### config.mk
export PLATFORM = sky130hd
export DESIGN_NAME = standby_top
export DESIGN_NICKNAME = d
export VERILOG_FILES = /design/src/hw/controller_pkg.sv /design/src/hw/bus_monitor.sv /design/src/hw/controller_standby_i2c.sv /design/src/hw/controller_standby_i3c.sv /design/src/hw/controller_standby.sv /design/src/hw/tti_queue.sv /design/src/hw/standby_top.sv
export SDC_FILE = /design/constraint.sdc
export NUM_CORES = 1
export LEC_CHECK = 0
export ABC_AREA = 1
export BUFFER_PORTS_ARGS = -buffer_cell sky130_fd_sc_hd__buf_4
export CORE_ASPECT_RATIO = 2
export CORE_MARGIN = 2
export CORE_UTILIZATION = 50
export CTS_CLUSTER_SIZE = 20
export DETAILED_ROUTE_END_ITERATION = 8
export HOLD_SLACK_MARGIN = 0.12
export PLACE_DENSITY = 0.69
export REMOVE_ABC_BUFFERS = 1
export SLEW_MARGIN = 20
export SYNTH_ARGS = -nofsm -noshare
export SYNTH_HDL_FRONTEND = slang
export SYNTH_SLANG_ARGS = --single-unit
### constraint.sdc
create_clock -name clk_i -period 8.35 [get_ports clk_i]
set_input_delay 1.67 -clock clk_i [delete_from_list [all_inputs] [get_ports clk_i]]
set_output_delay 1.67 -clock clk_i [all_outputs]
set_load 0.02 [all_outputs]
### src/hw/controller_pkg.sv
// Receive payload types, descriptor layout and bus constants for the standby path
package controller_pkg;

  // Pin index of each protocol on the controller bus pairs
  localparam int unsigned BusI2c = 0;
  localparam int unsigned BusI3c = 1;

  localparam logic [6:0] I3cBroadcastAddr = 7'h7e;

  // Descriptor byte count saturates here
  localparam logic [6:0] ByteCountMax = 7'h7f;

  typedef logic [7:0] rx_byte_t;

  // One entry per matched write transfer
  typedef struct packed {
    logic [6:0] addr;
    logic       parity_err;
    logic       overflow;
    logic [6:0] byte_count;
  } rx_desc_t;

endpackage

### src/hw/bus_monitor.sv
// SCL/SDA synchronizer with START, STOP and SCL edge event detection
`timescale 1ns/1ns

module bus_monitor (
  input  logic clk_i,
  input  logic rst_n_i,
  input  logic scl_i,
  input  logic sda_i,
  output logic scl_o,
  output logic sda_o,
  output logic start_o,
  output logic stop_o,
  output logic scl_rise_o,
  output logic scl_fall_o
);

  // Bits 1:0 synchronize, bit 2 holds the previous level
  logic [2:0] scl_q;
  logic [2:0] sda_q;

  always_ff @(posedge clk_i) begin
    if (!rst_n_i) begin
      scl_q <= 3'b111;
      sda_q <= 3'b111;
    end else begin
      scl_q <= {scl_q[1:0], scl_i};
      sda_q <= {sda_q[1:0], sda_i};
    end
  end

  assign scl_o = scl_q[2];
  assign sda_o = sda_q[2];

  // Registered events line up with scl_o and sda_o
  always_ff @(posedge clk_i) begin
    if (!rst_n_i) begin
      start_o    <= 1'b0;
      stop_o     <= 1'b0;
      scl_rise_o <= 1'b0;
      scl_fall_o <= 1'b0;
    end else begin
      start_o    <= scl_q[1] & scl_q[2] & sda_q[2] & ~sda_q[1];
      stop_o     <= scl_q[1] & scl_q[2] & ~sda_q[2] & sda_q[1];
      scl_rise_o <= scl_q[1] & ~scl_q[2];
      scl_fall_o <= ~scl_q[1] & scl_q[2];
    end
  end

endmodule

### src/hw/controller_standby_i2c.sv
// I2C target engine receiving write transfers to the static address
`timescale 1ns/1ns

module controller_standby_i2c (
  input  logic                     clk_i,
  input  logic                     rst_n_i,
  input  logic                     ctrl_scl_i,
  input  logic                     ctrl_sda_i,
  input  logic                     enable_i,
  input  logic [6:0]               static_addr_i,
  input  logic                     rx_queue_wready_i,
  input  logic                     rx_desc_queue_wready_i,
  output logic                     ctrl_sda_o,
  output logic                     rx_queue_wvalid_o,
  output controller_pkg::rx_byte_t rx_queue_wdata_o,
  output logic                     rx_desc_queue_wvalid_o,
  output controller_pkg::rx_desc_t rx_desc_queue_wdata_o
);

  import controller_pkg::*;

  typedef enum logic [2:0] {
    Idle,
    Addr,
    AddrAck,
    Data,
    DataAck,
    Ignore
  } state_e;

  state_e     state_q;
  logic [2:0] bit_cnt_q;
  logic [7:0] shift_q;
  logic [6:0] addr_q;
  logic [6:0] byte_cnt_q;
  logic       overflow_q;
  logic       sda;
  logic       start;
  logic       stop;
  logic       scl_rise;
  logic       scl_fall;
  logic [7:0] rx_bits;
  logic       in_xfer;

  bus_monitor u_bus_monitor (
    .clk_i     (clk_i),
    .rst_n_i   (rst_n_i),
    .scl_i     (ctrl_scl_i),
    .sda_i     (ctrl_sda_i),
    .scl_o     (),
    .sda_o     (sda),
    .start_o   (start),
    .stop_o    (stop),
    .scl_rise_o(scl_rise),
    .scl_fall_o(scl_fall)
  );

  // Byte as completed by the current SCL rise
  assign rx_bits = {shift_q[6:0], sda};
  assign in_xfer = (state_q == Data) || (state_q == DataAck);

  always_ff @(posedge clk_i) begin
    // A disabled engine is held idle with SDA released
    if (!rst_n_i || !enable_i) begin
      state_q                <= Idle;
      bit_cnt_q              <= '0;
      byte_cnt_q             <= '0;
      overflow_q             <= 1'b0;
      ctrl_sda_o             <= 1'b1;
      rx_queue_wvalid_o      <= 1'b0;
      rx_desc_queue_wvalid_o <= 1'b0;
    end else begin
      rx_queue_wvalid_o      <= 1'b0;
      rx_desc_queue_wvalid_o <= 1'b0;
      if (start || stop) begin
        if (in_xfer && rx_desc_queue_wready_i) begin
          rx_desc_queue_wvalid_o <= 1'b1;
          rx_desc_queue_wdata_o  <= '{addr: addr_q, parity_err: 1'b0,
                                     overflow: overflow_q, byte_count: byte_cnt_q};
        end
        ctrl_sda_o <= 1'b1;
        bit_cnt_q  <= '0;
        byte_cnt_q <= '0;
        overflow_q <= 1'b0;
        state_q    <= start ? Addr : Idle;
      end else begin
        case (state_q)
          Addr: if (scl_rise) begin
            shift_q   <= rx_bits;
            bit_cnt_q <= bit_cnt_q + 3'd1;
            if (bit_cnt_q == 3'd7) begin
              addr_q  <= shift_q[6:0];
              // Write header to our address only
              state_q <= (shift_q[6:0] == static_addr_i && !sda) ? AddrAck : Ignore;
            end
          end
          AddrAck, DataAck: if (scl_fall) begin
            // Pull low after bit 8, release after bit 9
            ctrl_sda_o <= ~ctrl_sda_o;
            if (!ctrl_sda_o) begin
              state_q <= Data;
            end
          end
          Data: if (scl_rise) begin
            shift_q   <= rx_bits;
            bit_cnt_q <= bit_cnt_q + 3'd1;
            if (bit_cnt_q == 3'd7) begin
              if (rx_queue_wready_i) begin
                rx_queue_wvalid_o <= 1'b1;
                rx_queue_wdata_o  <= rx_bits;
              end else begin
                overflow_q <= 1'b1;
              end
              if (byte_cnt_q != ByteCountMax) begin
                byte_cnt_q <= byte_cnt_q + 7'd1;
              end
              state_q <= DataAck;
            end
          end
          default: ;
        endcase
      end
    end
  end

endmodule

### src/hw/controller_standby_i3c.sv
// I3C SDR target engine with dynamic and broadcast address match and T-bit check
`timescale 1ns/1ns

module controller_standby_i3c (
  input  logic                     clk_i,
  input  logic                     rst_n_i,
  input  logic                     ctrl_scl_i,
  input  logic                     ctrl_sda_i,
  input  logic                     enable_i,
  input  logic [6:0]               dynamic_addr_i,
  input  logic                     rx_queue_wready_i,
  input  logic                     rx_desc_queue_wready_i,
  output logic                     ctrl_sda_o,
  output logic                     rx_queue_wvalid_o,
  output controller_pkg::rx_byte_t rx_queue_wdata_o,
  output logic                     rx_desc_queue_wvalid_o,
  output controller_pkg::rx_desc_t rx_desc_queue_wdata_o
);

  import controller_pkg::*;

  typedef enum logic [2:0] {
    Idle,
    Addr,
    AddrAck,
    Data,
    Ignore
  } state_e;

  state_e     state_q;
  logic [3:0] bit_cnt_q;
  logic [7:0] shift_q;
  logic [6:0] addr_q;
  logic [6:0] byte_cnt_q;
  logic       overflow_q;
  logic       parity_err_q;
  logic       sda;
  logic       start;
  logic       stop;
  logic       scl_rise;
  logic       scl_fall;
  logic       addr_hit;

  bus_monitor u_bus_monitor (
    .clk_i     (clk_i),
    .rst_n_i   (rst_n_i),
    .scl_i     (ctrl_scl_i),
    .sda_i     (ctrl_sda_i),
    .scl_o     (),
    .sda_o     (sda),
    .start_o   (start),
    .stop_o    (stop),
    .scl_rise_o(scl_rise),
    .scl_fall_o(scl_fall)
  );

  assign addr_hit = (shift_q[6:0] == dynamic_addr_i) || (shift_q[6:0] == I3cBroadcastAddr);

  always_ff @(posedge clk_i) begin
    if (!rst_n_i || !enable_i) begin
      state_q                <= Idle;
      bit_cnt_q              <= '0;
      byte_cnt_q             <= '0;
      overflow_q             <= 1'b0;
      parity_err_q           <= 1'b0;
      ctrl_sda_o             <= 1'b1;
      rx_queue_wvalid_o      <= 1'b0;
      rx_desc_queue_wvalid_o <= 1'b0;
    end else begin
      rx_queue_wvalid_o      <= 1'b0;
      rx_desc_queue_wvalid_o <= 1'b0;
      if (start || stop) begin
        if (state_q == Data && rx_desc_queue_wready_i) begin
          rx_desc_queue_wvalid_o <= 1'b1;
          rx_desc_queue_wdata_o  <= '{addr: addr_q, parity_err: parity_err_q,
                                     overflow: overflow_q, byte_count: byte_cnt_q};
        end
        ctrl_sda_o   <= 1'b1;
        bit_cnt_q    <= '0;
        byte_cnt_q   <= '0;
        overflow_q   <= 1'b0;
        parity_err_q <= 1'b0;
        state_q      <= start ? Addr : Idle;
      end else begin
        case (state_q)
          Addr: if (scl_rise) begin
            shift_q   <= {shift_q[6:0], sda};
            bit_cnt_q <= bit_cnt_q + 4'd1;
            if (bit_cnt_q == 4'd7) begin
              addr_q  <= shift_q[6:0];
              state_q <= (addr_hit && !sda) ? AddrAck : Ignore;
            end
          end
          AddrAck: if (scl_fall) begin
            ctrl_sda_o <= ~ctrl_sda_o;
            if (!ctrl_sda_o) begin
              bit_cnt_q <= '0;
              state_q   <= Data;
            end
          end
          Data: if (scl_rise) begin
            if (bit_cnt_q == 4'd8) begin
              // T-bit makes the nine bits odd
              if (!(^{shift_q, sda})) begin
                parity_err_q <= 1'b1;
              end
              if (rx_queue_wready_i) begin
                rx_queue_wvalid_o <= 1'b1;
                rx_queue_wdata_o  <= shift_q;
              end else begin
                overflow_q <= 1'b1;
              end
              if (byte_cnt_q != ByteCountMax) begin
                byte_cnt_q <= byte_cnt_q + 7'd1;
              end
              bit_cnt_q <= '0;
            end else begin
              shift_q   <= {shift_q[6:0], sda};
              bit_cnt_q <= bit_cnt_q + 4'd1;
            end
          end
          default: ;
        endcase
      end
    end
  end

endmodule

### src/hw/controller_standby.sv
// Standby wrapper with the I2C and I3C target engines and their queue write mux
`timescale 1ns/1ns

module controller_standby (
  input  logic                     clk_i,
  input  logic                     rst_n_i,
  input  logic                     ctrl_scl_i[2],
  input  logic                     ctrl_sda_i[2],
  input  logic                     i2c_standby_en_i,
  input  logic                     i3c_standby_en_i,
  input  logic [6:0]               static_addr_i,
  input  logic [6:0]               dynamic_addr_i,
  input  logic                     rx_queue_wready_i,
  input  logic                     rx_desc_queue_wready_i,
  output logic                     ctrl_sda_o[2],
  output logic                     rx_queue_wvalid_o,
  output controller_pkg::rx_byte_t rx_queue_wdata_o,
  output logic                     rx_desc_queue_wvalid_o,
  output controller_pkg::rx_desc_t rx_desc_queue_wdata_o
);

  import controller_pkg::*;

  logic     i2c_rx_queue_wvalid;
  logic     i3c_rx_queue_wvalid;
  rx_byte_t i2c_rx_queue_wdata;
  rx_byte_t i3c_rx_queue_wdata;
  logic     i2c_rx_desc_queue_wvalid;
  logic     i3c_rx_desc_queue_wvalid;
  rx_desc_t i2c_rx_desc_queue_wdata;
  rx_desc_t i3c_rx_desc_queue_wdata;

  controller_standby_i2c u_i2c (
    .clk_i                 (clk_i),
    .rst_n_i               (rst_n_i),
    .ctrl_scl_i            (ctrl_scl_i[BusI2c]),
    .ctrl_sda_i            (ctrl_sda_i[BusI2c]),
    .enable_i              (i2c_standby_en_i),
    .static_addr_i         (static_addr_i),
    .rx_queue_wready_i     (rx_queue_wready_i),
    .rx_desc_queue_wready_i(rx_desc_queue_wready_i),
    .ctrl_sda_o            (ctrl_sda_o[BusI2c]),
    .rx_queue_wvalid_o     (i2c_rx_queue_wvalid),
    .rx_queue_wdata_o      (i2c_rx_queue_wdata),
    .rx_desc_queue_wvalid_o(i2c_rx_desc_queue_wvalid),
    .rx_desc_queue_wdata_o (i2c_rx_desc_queue_wdata)
  );

  controller_standby_i3c u_i3c (
    .clk_i                 (clk_i),
    .rst_n_i               (rst_n_i),
    .ctrl_scl_i            (ctrl_scl_i[BusI3c]),
    .ctrl_sda_i            (ctrl_sda_i[BusI3c]),
    .enable_i              (i3c_standby_en_i),
    .dynamic_addr_i        (dynamic_addr_i),
    .rx_queue_wready_i     (rx_queue_wready_i),
    .rx_desc_queue_wready_i(rx_desc_queue_wready_i),
    .ctrl_sda_o            (ctrl_sda_o[BusI3c]),
    .rx_queue_wvalid_o     (i3c_rx_queue_wvalid),
    .rx_queue_wdata_o      (i3c_rx_queue_wdata),
    .rx_desc_queue_wvalid_o(i3c_rx_desc_queue_wvalid),
    .rx_desc_queue_wdata_o (i3c_rx_desc_queue_wdata)
  );

  // I3C owns the queues when enabled, I2C otherwise
  always_comb begin
    if (i3c_standby_en_i) begin
      rx_queue_wvalid_o      = i3c_rx_queue_wvalid;
      rx_queue_wdata_o       = i3c_rx_queue_wdata;
      rx_desc_queue_wvalid_o = i3c_rx_desc_queue_wvalid;
      rx_desc_queue_wdata_o  = i3c_rx_desc_queue_wdata;
    end else begin
      rx_queue_wvalid_o      = i2c_rx_queue_wvalid;
      rx_queue_wdata_o       = i2c_rx_queue_wdata;
      rx_desc_queue_wvalid_o = i2c_rx_desc_queue_wvalid;
      rx_desc_queue_wdata_o  = i2c_rx_desc_queue_wdata;
    end
  end

endmodule

### src/hw/tti_queue.sv
// Synchronous FIFO with a type-parameter payload and a valid/ready read side
`timescale 1ns/1ns

module tti_queue #(
  parameter type         T     = logic [7:0],
  parameter int unsigned Depth = 8
) (
  input  logic clk_i,
  input  logic rst_n_i,
  input  logic wvalid_i,
  input  T     wdata_i,
  input  logic rready_i,
  output logic wready_o,
  output logic rvalid_o,
  output T     rdata_o
);

  localparam int unsigned PtrW = (Depth > 1) ? $clog2(Depth) : 1;

  T                mem_q [Depth];
  logic [PtrW-1:0] wr_ptr_q;
  logic [PtrW-1:0] rd_ptr_q;
  logic [PtrW:0]   count_q;
  logic            push;
  logic            pop;

  assign wready_o = (count_q != (PtrW + 1)'(Depth));
  assign rvalid_o = (count_q != '0);
  assign rdata_o  = mem_q[rd_ptr_q];
  assign push     = wvalid_i & wready_o;
  assign pop      = rvalid_o & rready_i;

  always_ff @(posedge clk_i) begin
    if (!rst_n_i) begin
      wr_ptr_q <= '0;
      rd_ptr_q <= '0;
      count_q  <= '0;
    end else begin
      if (push) begin
        wr_ptr_q <= (wr_ptr_q == PtrW'(Depth - 1)) ? '0 : wr_ptr_q + 1'b1;
      end
      if (pop) begin
        rd_ptr_q <= (rd_ptr_q == PtrW'(Depth - 1)) ? '0 : rd_ptr_q + 1'b1;
      end
      // Simultaneous push and pop leaves the count alone
      if (push && !pop) begin
        count_q <= count_q + 1'b1;
      end else if (pop && !push) begin
        count_q <= count_q - 1'b1;
      end
    end
  end

  always_ff @(posedge clk_i) begin
    if (push) begin
      mem_q[wr_ptr_q] <= wdata_i;
    end
  end

endmodule

### src/hw/standby_top.sv
// Standby receive top level with the wrapper, RX data queue and RX descriptor queue
`timescale 1ns/1ns

module standby_top #(
  parameter int unsigned DataDepth = 8,
  parameter int unsigned DescDepth = 4
) (
  input  logic                     clk_i,
  input  logic                     rst_n_i,
  input  logic                     ctrl_scl_i[2],
  input  logic                     ctrl_sda_i[2],
  input  logic                     i2c_standby_en_i,
  input  logic                     i3c_standby_en_i,
  input  logic [6:0]               static_addr_i,
  input  logic [6:0]               dynamic_addr_i,
  input  logic                     rx_queue_rready_i,
  input  logic                     rx_desc_queue_rready_i,
  output logic                     ctrl_sda_o[2],
  output logic                     rx_queue_rvalid_o,
  output controller_pkg::rx_byte_t rx_queue_rdata_o,
  output logic                     rx_desc_queue_rvalid_o,
  output controller_pkg::rx_desc_t rx_desc_queue_rdata_o
);

  import controller_pkg::*;

  logic     rx_queue_wvalid;
  logic     rx_queue_wready;
  rx_byte_t rx_queue_wdata;
  logic     rx_desc_queue_wvalid;
  logic     rx_desc_queue_wready;
  rx_desc_t rx_desc_queue_wdata;

  controller_standby u_standby (
    .clk_i                 (clk_i),
    .rst_n_i               (rst_n_i),
    .ctrl_scl_i            (ctrl_scl_i),
    .ctrl_sda_i            (ctrl_sda_i),
    .i2c_standby_en_i      (i2c_standby_en_i),
    .i3c_standby_en_i      (i3c_standby_en_i),
    .static_addr_i         (static_addr_i),
    .dynamic_addr_i        (dynamic_addr_i),
    .rx_queue_wready_i     (rx_queue_wready),
    .rx_desc_queue_wready_i(rx_desc_queue_wready),
    .ctrl_sda_o            (ctrl_sda_o),
    .rx_queue_wvalid_o     (rx_queue_wvalid),
    .rx_queue_wdata_o      (rx_queue_wdata),
    .rx_desc_queue_wvalid_o(rx_desc_queue_wvalid),
    .rx_desc_queue_wdata_o (rx_desc_queue_wdata)
  );

  tti_queue #(
    .T    (rx_byte_t),
    .Depth(DataDepth)
  ) u_rx_queue (
    .clk_i   (clk_i),
    .rst_n_i (rst_n_i),
    .wvalid_i(rx_queue_wvalid),
    .wdata_i (rx_queue_wdata),
    .rready_i(rx_queue_rready_i),
    .wready_o(rx_queue_wready),
    .rvalid_o(rx_queue_rvalid_o),
    .rdata_o (rx_queue_rdata_o)
  );

  tti_queue #(
    .T    (rx_desc_t),
    .Depth(DescDepth)
  ) u_rx_desc_queue (
    .clk_i   (clk_i),
    .rst_n_i (rst_n_i),
    .wvalid_i(rx_desc_queue_wvalid),
    .wdata_i (rx_desc_queue_wdata),
    .rready_i(rx_desc_queue_rready_i),
    .wready_o(rx_desc_queue_wready),
    .rvalid_o(rx_desc_queue_rvalid_o),
    .rdata_o (rx_desc_queue_rdata_o)
  );

endmodule

==> results.toml, run 1 <==
[pwr]
finalPower_mw = 3.33
vdd_ir_drop_max_mv = 0.173
pwr_density_cell_mw_per_mm2 = 261
p_leak_nw = 4.78

[finish]
final_core_util_pct = 57.5
nets = 1092
n_antenna_cell = 0
drive_gt1_share_pct = 14.5
syn_to_final_growth_pct = 12.9
stdcell_area_sq_mm = 0.0127

[global_route]
antenna_found_initial = 0
grt_overflow = 0
track_usage_pct = 18.9
grt_pass1_wl_microns = 34600
grt_pass1_vias = 7043
grt_max_degree = 34

[floorplanning]
ioPinCount = 52
start_util_pct = 51.0
fp.dieH_microns = 217
fp.dieW_microns = 110
num_rows = 77
dieArea_sq_mm = 0.0239
core_area_sq_mm = 0.0222

[clock_tree]
cts_buffer_depth = 3
cts_buffers = 24
path_clk_slew_ps = 70
htreeDepth = 1
postCtsSetupRepairBufs = 0
cts.repair.resized = 0
cts_tree = "built"
root_buffer = "clkbuf_16"
cts_hold_buf = 0
clk_latency_ps = 530
cts_sinks = 282

[routing]
vias_per_cell = 5.32
first_pass_iters = 5
drc = 0
wl_per_cell_microns = 16.4
ant_nets = 0
vias = 7137
drtIter0Drc = 394
routed_wl_microns = 22000

[yosys]
ys_top_cells_by_area = "edfxtp_1 (54%), dfxtp_1 (14%), nor2_1 (5.2%), nand2_1 (4.7%), o21ai_0 (3.6%)"
avgSynthCellArea_sq_um = 11.4
ys_top_cells_by_count = "edfxtp_1 (204), nor2_1 (156), nand2_1 (140)"
synthArstFlopShare_pct = 0
yosysWarnings = 0
synth_top_area_cell = "edfxtp_1"
yosysMostFrequentCell = "edfxtp_1"
synth_cell_type_count = 37
synth_cells = 991
synth_top_cell_area_share_pct = 54.2
synthFlopType = "edfxtp_1"
synth_seq_area_share_pct = 68.0
syn-cell-area_sq_mm = 0.0113
synth_edf_count = 204
yosys_register_bits = 282

[timing]
setup-tns-final_ps = 0
min_period_ps = 4650
setup_violations = 0
grt_setup_unrepaired = "false"
slew_headroom_pct = 29.6
hold_viol = 0
worst_pin_slew_ps = 1050
finalClockSkew_ps = 13.4
period_share_pct = 55.7
slew_viol_final = 0
fmax_mhz = 215

[hold_path]
worstHoldEndpoint = "u_standby.u_i3c.rx_desc_queue_wdata_o[11]$_DFFE_PP_"
hold_depth = 0
min_from = "u_standby.u_i3c.addr_q[2]$_DFFE_PP_"
hp-class = "reg -> reg"

[critical_path]
end_kind = "primary output"
crit_top_cell = "nand2_1"
worstSetupPathType = "reg -> out"
regToRegEndpoint = "u_rx_queue.count_q[3]$_SDFFE_PN0P_"
cpPeakStageDelay_ps = 1010
path_max_fanout = 33
r2r-start = "u_rx_queue.count_q[0]$_SDFFE_PN0P_"
cp_num_buf_inv = 2
critPathSlowestCell = "dfxtp_1"
crit_arrival_ps = 2980
critical-path-top-delay-family = "flip-flops"
crit_path_start_kind = "flip-flop"
worst-endpoint-required_ps = 6680
worst-r2r-setup-slack_ps = 5910
reg2regPathDepth = 13
path_cells = "inv_1 > nor2_1 > o32ai_1 > nand2_1 > nand2_1 > buf_4"

[placement]
numPortBuffers = 51
dp_hpwl_microns = 15200
place_area_sq_mm = 0.0120
place.gp.congestion = 0.837

[run_status]
status = "complete, no violations"

[run]
cap_violations = 0
## power by group
part           total, mW  internal [mW]  switching (mW)
registers           1.60           1.53          0.0759
clock network       1.08          0.606           0.478
logic              0.640          0.251           0.390
total               3.33           2.38           0.944
## stage by stage
| step | setup slack, ps | instances | hold WS (ps) |
|---|---|---|---|
| after floorplan | 4420 | 964 | 393 |
| after global placement | 4310 | 1297 | 394 |
| after global routing | 3370 | 1341 | 424 |
| final | 3700 | 1341 | 410 |
| after CTS | 3670 | 1341 | 407 |
| after detailed placement | 4230 | 1297 | 402 |
## placed cells by master (no fill, tap or decap), types with 5 or more instances in the layout
cell type and instances:
edfxtp_1 204, nor2_1 152, nand2_1 140, inv_1 95, o21ai_0 82, dfxtp_1 78, buf_4 57, a21oi_1 31
nand3_1 27, clkbuf_16 25, mux2_2 23, ha_1 19, o22ai_1 17, o32ai_1 16, or2_2 9, clkbuf_1 9
nor3_1 7, nor2_4 6, nor4_1 6, nand4_1 6, nor3_2 5
## layout make-up
type	instances	area, sq um
clock buffers	36	687
clock inverters	8	82.6
fillers	1816	9410
inverters	99	372
multi-input cells	583	3150
flip-flops and latches	282	7690
well taps	276	345
repair buffers	57	428
## state kept, by name (all words and copies together), names as in the netlist, 4 cells and up, named ones only
register and flops:
u_standby.u_i2c.addr_q 7, u_rx_queue.mem_q 64, u_rx_queue.count_q 4, u_standby.u_i2c.rx_desc_queue_wdata_o 15
u_standby.u_i2c.rx_queue_wdata_o 8, u_standby.u_i3c.addr_q 7, u_standby.u_i3c.shift_q 8, u_standby.u_i3c.bit_cnt_q 4
u_standby.u_i2c.byte_cnt_q 7, u_rx_desc_queue.mem_q 64, u_standby.u_i2c.shift_q 7, u_standby.u_i3c.rx_queue_wdata_o 8
u_standby.u_i3c.rx_desc_queue_wdata_o 16, u_standby.u_i3c.byte_cnt_q 7
## layer usage
layer / wire, microns / share of wire, % / track usage [%]
met5: 0 / 0 / 0
met4: 1280 / 5.8 / 11.0
met3: 680 / 3.1 / 1.89
met2: 12100 / 55 / 35.6
met1: 7900 / 36 / 19.4
## cells by family after synthesis
| family | Yosys count | share of synthesized area (%) |
|---|---|---|
| multiplexers | 23 | 2.29 |
| AO/OA/AOI/OAI | 161 | 8.23 |
| XOR/XNOR | 8 | 0.620 |
| AND/OR/NAND/NOR | 370 | 14.0 |
| buffers and inverters | 126 | 4.32 |
| flip-flops | 282 | 68.0 |
| adder cells (fa/ha/maj) | 21 | 2.46 |
## how the worst max path moves through the flow
stage | from | end | slack, ps | cells after the start
after floorplan | rst_n_i | u_standby.u_i3c.rx_desc_queue_wdata_o[0]$_DFFE_PP_ | 4420 | 2
after global placement | flip-flop | rx_queue_rdata_o[1] | 4310 | 6
after detailed placement | flip-flop | rx_queue_rdata_o[1] | 4230 | 6
after CTS | flip-flop | rx_queue_rdata_o[4] | 3670 | 6
after global routing | flip-flop | rx_queue_rdata_o[1] | 3370 | 6
final | flip-flop | rx_queue_rdata_o[1] | 3700 | 6
Power figures use the tool's default switching activity.
==> run 2, diff against run 1 <==
--- a/config.mk
+++ b/config.mk
@@ -5,7 +5,7 @@
 export SDC_FILE = /design/constraint.sdc
 export NUM_CORES = 1
 export LEC_CHECK = 0
-export ABC_AREA = 1
+export ABC_AREA = 0
 export BUFFER_PORTS_ARGS = -buffer_cell sky130_fd_sc_hd__buf_4
 export CORE_ASPECT_RATIO = 2
 export CORE_MARGIN = 2
==> constraint.sdc (replaced) <==
create_clock -name clk_i -period 4.3 [get_ports clk_i]
set_input_delay 0.86 -clock clk_i [delete_from_list [all_inputs] [get_ports clk_i]]
set_output_delay 0.86 -clock clk_i [all_outputs]
set_load 0.02 [all_outputs]
==> results.toml, run 2 <==
[yosys]
synth_seq_area_share_pct = 69.8
synth_compound_area_share_pct = 2.70
synthFlopType = "edfxtp_1"
ys_top_cells_by_count = "edfxtp_1 (204), dfxtp_1 (78), nor2_1 (47)"
yosysWarnings = 0
syn-cell-area_sq_mm = 0.0110
synth-xor-area-share_pct = 3.31
avgSynthCellArea_sq_um = 16.2
synth_fa_ha_area_share_pct = 2.52
yosys_register_bits = 282
synth_cells = 678
synth_top_area_cell = "edfxtp_1"
ys_top_cells_by_area = "edfxtp_1 (56%), dfxtp_1 (14%), mux4_2 (6.5%), mux2_2 (3.2%), ha_1 (2.2%)"
yosys-mux-area-fraction_pct = 10.6
yosys.area_share.simple_pct = 9.71
synthArstFlopShare_pct = 0
yosysMostFrequentCell = "edfxtp_1"
synth_cell_type_count = 60
synth_top_family_by_area = "multiplexers"
synth_edf_count = 204
synth_top_cell_area_share_pct = 55.6

[global_route]
grt_pass1_wl_microns = 31700
grt_overflow = 0
grt_pass1_vias = 6174
grt_max_degree = 37
track_usage_pct = 17.9
antenna_found_initial = 0

[run]
cap_violations = 0

[routing]
drc = 0
ant_nets = 0
vias = 5768
wl_per_cell_microns = 19.0
vias_per_cell = 5.57
drtIter0Drc = 285
routed_wl_microns = 19700
first_pass_iters = 4

[pwr]
seqPwrFrac_pct = 51.7
pwr_density_cell_mw_per_mm2 = 453
p_int_mw = 4.50
finalPower_mw = 5.70
p_sw_mw = 1.20
p_comb_share_pct = 8.4
clkPwrFrac_pct = 39.9
swShare_pct = 21.1
vdd_ir_drop_max_mv = 0.321
p_leak_nw = 4.33

[floorplanning]
fp.dieH_microns = 214
num_rows = 76
fp.dieW_microns = 109
core_area_sq_mm = 0.0216
start_util_pct = 51.0
ioPinCount = 52
dieArea_sq_mm = 0.0233

[placement]
numPortBuffers = 51
dp_hpwl_microns = 13800
dpl_worst_slack_ps = 1020
place_area_sq_mm = 0.0117
place.gp.congestion = 0.800

[hold_path]
hold_depth = 1
min_from = "u_standby.u_i2c.u_bus_monitor.sda_q[0]$_SDFF_PN1_"
hp-class = "reg -> reg"

[critical_path]
worst-endpoint-required_ps = 3440
worstSetupPathType = "reg -> out"
end_kind = "primary output"
crit_path_start_kind = "flip-flop"
crit_arrival_ps = 2230
reg2regPathDepth = 10
path_max_fanout = 16
r2r-start = "u_rx_queue.count_q[0]$_SDFFE_PN0P_"

[finish]
drive_gt1_share_pct = 23.6
nets = 791
layout_commonest_cell = "edfxtp_1"
syn_to_final_growth_pct = 14.2
stdcell_area_sq_mm = 0.0126
n_antenna_cell = 0
reg_top3 = "u_rx_desc_queue.mem_q x64, u_rx_queue.mem_q x64, u_standby.u_i3c.rx_desc_queue_wdata_o x16"
most-common-layout-cells = "edfxtp_1 (204), dfxtp_1 (78), buf_4 (64), nor2_1 (47), mux4_2 (32)"
fillers = 1629

[run_status]
status = "complete, no violations"

[timing]
setup-tns-final_ps = 0
fmax_mhz = 323
hold_viol = 0
setup_ws_ps = 1210
whs_ps = 406
grt_setup_unrepaired = "false"
setup_violations = 0
min_period_ps = 3090
finalClockSkew_ps = 16.4
period_share_pct = 72.0
slew_viol_final = 0
slew_headroom_pct = 39.7
worst_pin_slew_ps = 901

[clock_tree]
path_clk_slew_ps = 70
cts.repair.resized = 0
root_buffer = "clkbuf_16"
clk_latency_ps = 520
cts_buffers = 23
htreeDepth = 1
cts_sinks = 282
cts_hold_buf = 0
cts_tree = "built"
postCtsSetupRepairBufs = 0
cts_buffer_depth = 3
run 2: cell type report:
class	count	area, sq um	area share, %
clock buffer	29	628	4.99
clock inverter	13	206	1.64
inverter	12	45.0	0.358
multi-input combinational	363	3190	25.4
sequential	282	7690	61.1
tap	273	342	2.72
timing repair buffer	64	480	3.82
run 2: power groups by stage:
stage          Combinational, mW  Sequential [mW]  Clock (mW)
4_1_cts                    0.492             2.95        2.32
3_3_place_gp               0.473             3.00           0
3_5_place_dp               0.488             3.01           0
5_1_grt                    0.524             2.95        2.41
2_1_floorplan              0.279             3.03           0
6_report                   0.481             2.95        2.28
run 2: critical path, cell delays in order, from the launching register on:
cell     delay, ps
dfxtp_1        820
mux4_2         460
mux2_2         290
buf_4          160
run 2: cell families (layout without fill, tap and decap cells):
logic type                 Yosys count  after routing
and+or+nand+nor                    184            184
AOI/OAI and AO/OA                   45             45
buffers and inverters               33            118
xor gates and xnor gates            40             40
muxes                               73             73
DFF                                282            282
adders and majority gates           21             21
run 2: final timing paths:
path | to | slack (ps)
setup / recovery | rx_queue_rdata_o[1] | 1210
hold / removal | u_standby.u_i2c.u_bus_monitor.sda_q[1]$_SDFF_PN1_ | 410
setup reg to reg | u_rx_queue.count_q[3]$_SDFFE_PN0P_ | 1360
hold reg to reg | u_standby.u_i2c.u_bus_monitor.sda_q[1]$_SDFF_PN1_ | 410
run 2: per-stage QoR:
stage | util, % | std cells
2_1_floorplan | - | 657
3_5_place_dp | 54.4 | 994
4_1_cts | 58.3 | 1036
6_report | 58.3 | 1036
3_3_place_gp | 54.4 | 994
5_1_grt | 58.3 | 1036
run 2: metal layers:
metal,track usage (%),routed length (microns),up-vias
li1,-,-,2706
met1,19.6,7200,2902
met2,33.9,11200,124
met3,1.88,630,36
met4,7.91,693,0
met5,0,0,-
==> run 3, diff against run 2 <==
--- a/config.mk
+++ b/config.mk
@@ -13,7 +13,7 @@
 export CTS_CLUSTER_SIZE = 20
 export DETAILED_ROUTE_END_ITERATION = 8
 export HOLD_SLACK_MARGIN = 0.12
-export PLACE_DENSITY = 0.69
+export PLACE_DENSITY = 0.72
 export REMOVE_ABC_BUFFERS = 1
 export SLEW_MARGIN = 20
 export SYNTH_ARGS = -nofsm -noshare
==> constraint.sdc (replaced) <==
create_clock -name clk_i -period 2.6 [get_ports clk_i]
set_input_delay 0.52 -clock clk_i [delete_from_list [all_inputs] [get_ports clk_i]]
set_output_delay 0.52 -clock clk_i [all_outputs]
set_load 0.02 [all_outputs]
==> results.toml, run 3 (synthesis results as in run 2) <==
[placement]
place.gp.congestion = 0.859
dp_hpwl_microns = 14000
numPortBuffers = 51
dpl_worst_slack_ps = -157
place_area_sq_mm = 0.0119

[critical_path]
end_kind = "primary output"
crit_path_start_kind = "flip-flop"
worst-endpoint-required_ps = 2080
path_max_fanout = 8
crit_arrival_ps = 2030
cpPeakStageDelay_ps = 500
critPathSlowestCell = "mux4_2"
worstSetupPathType = "reg -> out"
path_cells = "clkbuf_16 > mux4_2 > mux2_2 > buf_4"

[floorplanning]
start_util_pct = 51.0
dieArea_sq_mm = 0.0233
ioPinCount = 52
num_rows = 76
core_area_sq_mm = 0.0216
fp.dieW_microns = 109
fp.dieH_microns = 214

[global_route]
grt_pass1_vias = 6223
grtUsageMet1_pct = 19.2
track_usage_pct = 17.5
antenna_found_initial = 0
grt_pass1_wl_microns = 31200
grt_max_degree = 26
grt_overflow = 0
grt.busiest_layer = "met2"
met2_usage_pct = 32.1
met3_usage_pct = 2.22

[finish]
stdcell_area_sq_mm = 0.0126
regArea_sq_mm = 0.00769
layout_commonest_cell = "edfxtp_1"
fillers = 1610
reg_top3 = "u_rx_desc_queue.mem_q x64, u_rx_queue.mem_q x64, u_standby.u_i3c.rx_desc_queue_wdata_o x16"
n_antenna_cell = 0
syn_to_final_growth_pct = 14.6
most-common-layout-cells = "edfxtp_1 (204), buf_4 (84), dfxtp_1 (77), nor2_1 (47), mux4_2 (32)"
nets = 813
drive_gt1_share_pct = 25.1
multi_input_area_sq_mm = 0.00321

[clock_tree]
clk_latency_ps = 510
cts_tree = "built"
cts_buffers = 23
cts_sinks = 282
root_buffer = "clkbuf_16"
htreeDepth = 1
path_clk_slew_ps = 70
cts_buffer_depth = 3

[timing]
min_period_ps = 2550
setup_violations = 0
fmax_mhz = 392
finalClockSkew_ps = 9.23
period_share_pct = 98.2
slew_headroom_pct = 36.6
worst_pin_slew_ps = 948
hold_viol = 0
slew_viol_final = 0
setup_ws_ps = 47.2

[hold_path]
hp-class = "in -> reg"

[pwr]
vdd_ir_drop_max_mv = 0.558
finalPower_mw = 8.82
p_leak_nw = 4.38
pwr_density_cell_mw_per_mm2 = 699
p_comb_share_pct = 9.1
seqPwrFrac_pct = 55.2
p_int_mw = 6.91
swShare_pct = 21.7
p_sw_mw = 1.91
clkPwrFrac_pct = 35.7

[routing]
first_pass_iters = 4
vias = 5772
drc = 0
drtIter0Drc = 322
routed_wl_microns = 19800
vias_per_cell = 5.46
wl_per_cell_microns = 18.8
ant_nets = 0

[run]
cap_violations = 0

[run_status]
status = "complete, no violations"
==> run 3: path summary, 6_finish.rpt <==
path | start | end | slack [ps] | depth (start not counted)
worst max-delay path | flip-flop | rx_queue_rdata_o[2] | 50 | 4
worst min-delay path | ctrl_scl_i[1] | u_standby.u_i2c.u_bus_monitor.scl_q[0]$_SDFF_PN1_ | 190 | 2
worst max register to register | u_rx_queue.count_q[3]$_SDFFE_PN0P_ | u_rx_queue.count_q[3]$_SDFFE_PN0P_ | 120 | 10
worst min register to register | u_standby.u_i2c.u_bus_monitor.sda_q[0]$_SDFF_PN1_ | u_standby.u_i2c.u_bus_monitor.sda_q[1]$_SDFF_PN1_ | 410 | 1
==> run 3: through the flow <==
step	setup TNS [ps]	instances	utilization (%)	hold slack, ps
floorplan	-2600	657	-	386
global placement	-64.6	1015	55.1	388
detailed placement	-157	1015	55.1	394
CTS	0	1056	58.3	173
global route	-4.24	1057	58.5	173
finish	0	1057	58.5	189
==> run 3: repair_timing <==
action                                  in CTS  in global routing
pin swaps                                    0                  1
endpoints found under the setup margin       8                  8
setup buffers                                0                  0
cloned                                       0                  1
endpoints found under the hold margin        0                  0
gates resized for setup                      3                  5
hold buffers                                 0                  0
==> run 3: worst max-delay path, delay by kind of cell (launching register included) <==
kind / cells / cell delay [ps]
buffers and inverters: 2 / 350
DFF: 1 / 400
muxes: 2 / 780
==> run 3: area by class of cell <==
type | count | area share (%)
Clock buffer | 35 | 5.07
Clock inverter | 6 | 0.218
Inverter | 12 | 0.357
Multi-Input combinational cell | 363 | 25.4
Sequential cell | 282 | 60.9
Tap cell | 273 | 2.71
Timing Repair Buffer | 86 | 5.35
==> run 3: per-layer routing <==
metal | up-vias | wire length, microns
li1 | 2734 | -
met1 | 2833 | 7300
met2 | 146 | 10800
met3 | 59 | 671
met4 | 0 | 1050
met5 | - | 0
==> run 3: power groups by stage <==
stage / sequential [mW] / combinational, mW / clock (mW)
after floorplan: 5.01 / 0.462 / 0
after global placement: 4.96 / 0.784 / 0
after detailed placement: 4.97 / 0.815 / 0
after CTS: 4.87 / 0.817 / 3.22
after global routing: 4.87 / 0.873 / 3.39
final: 4.87 / 0.800 / 3.15
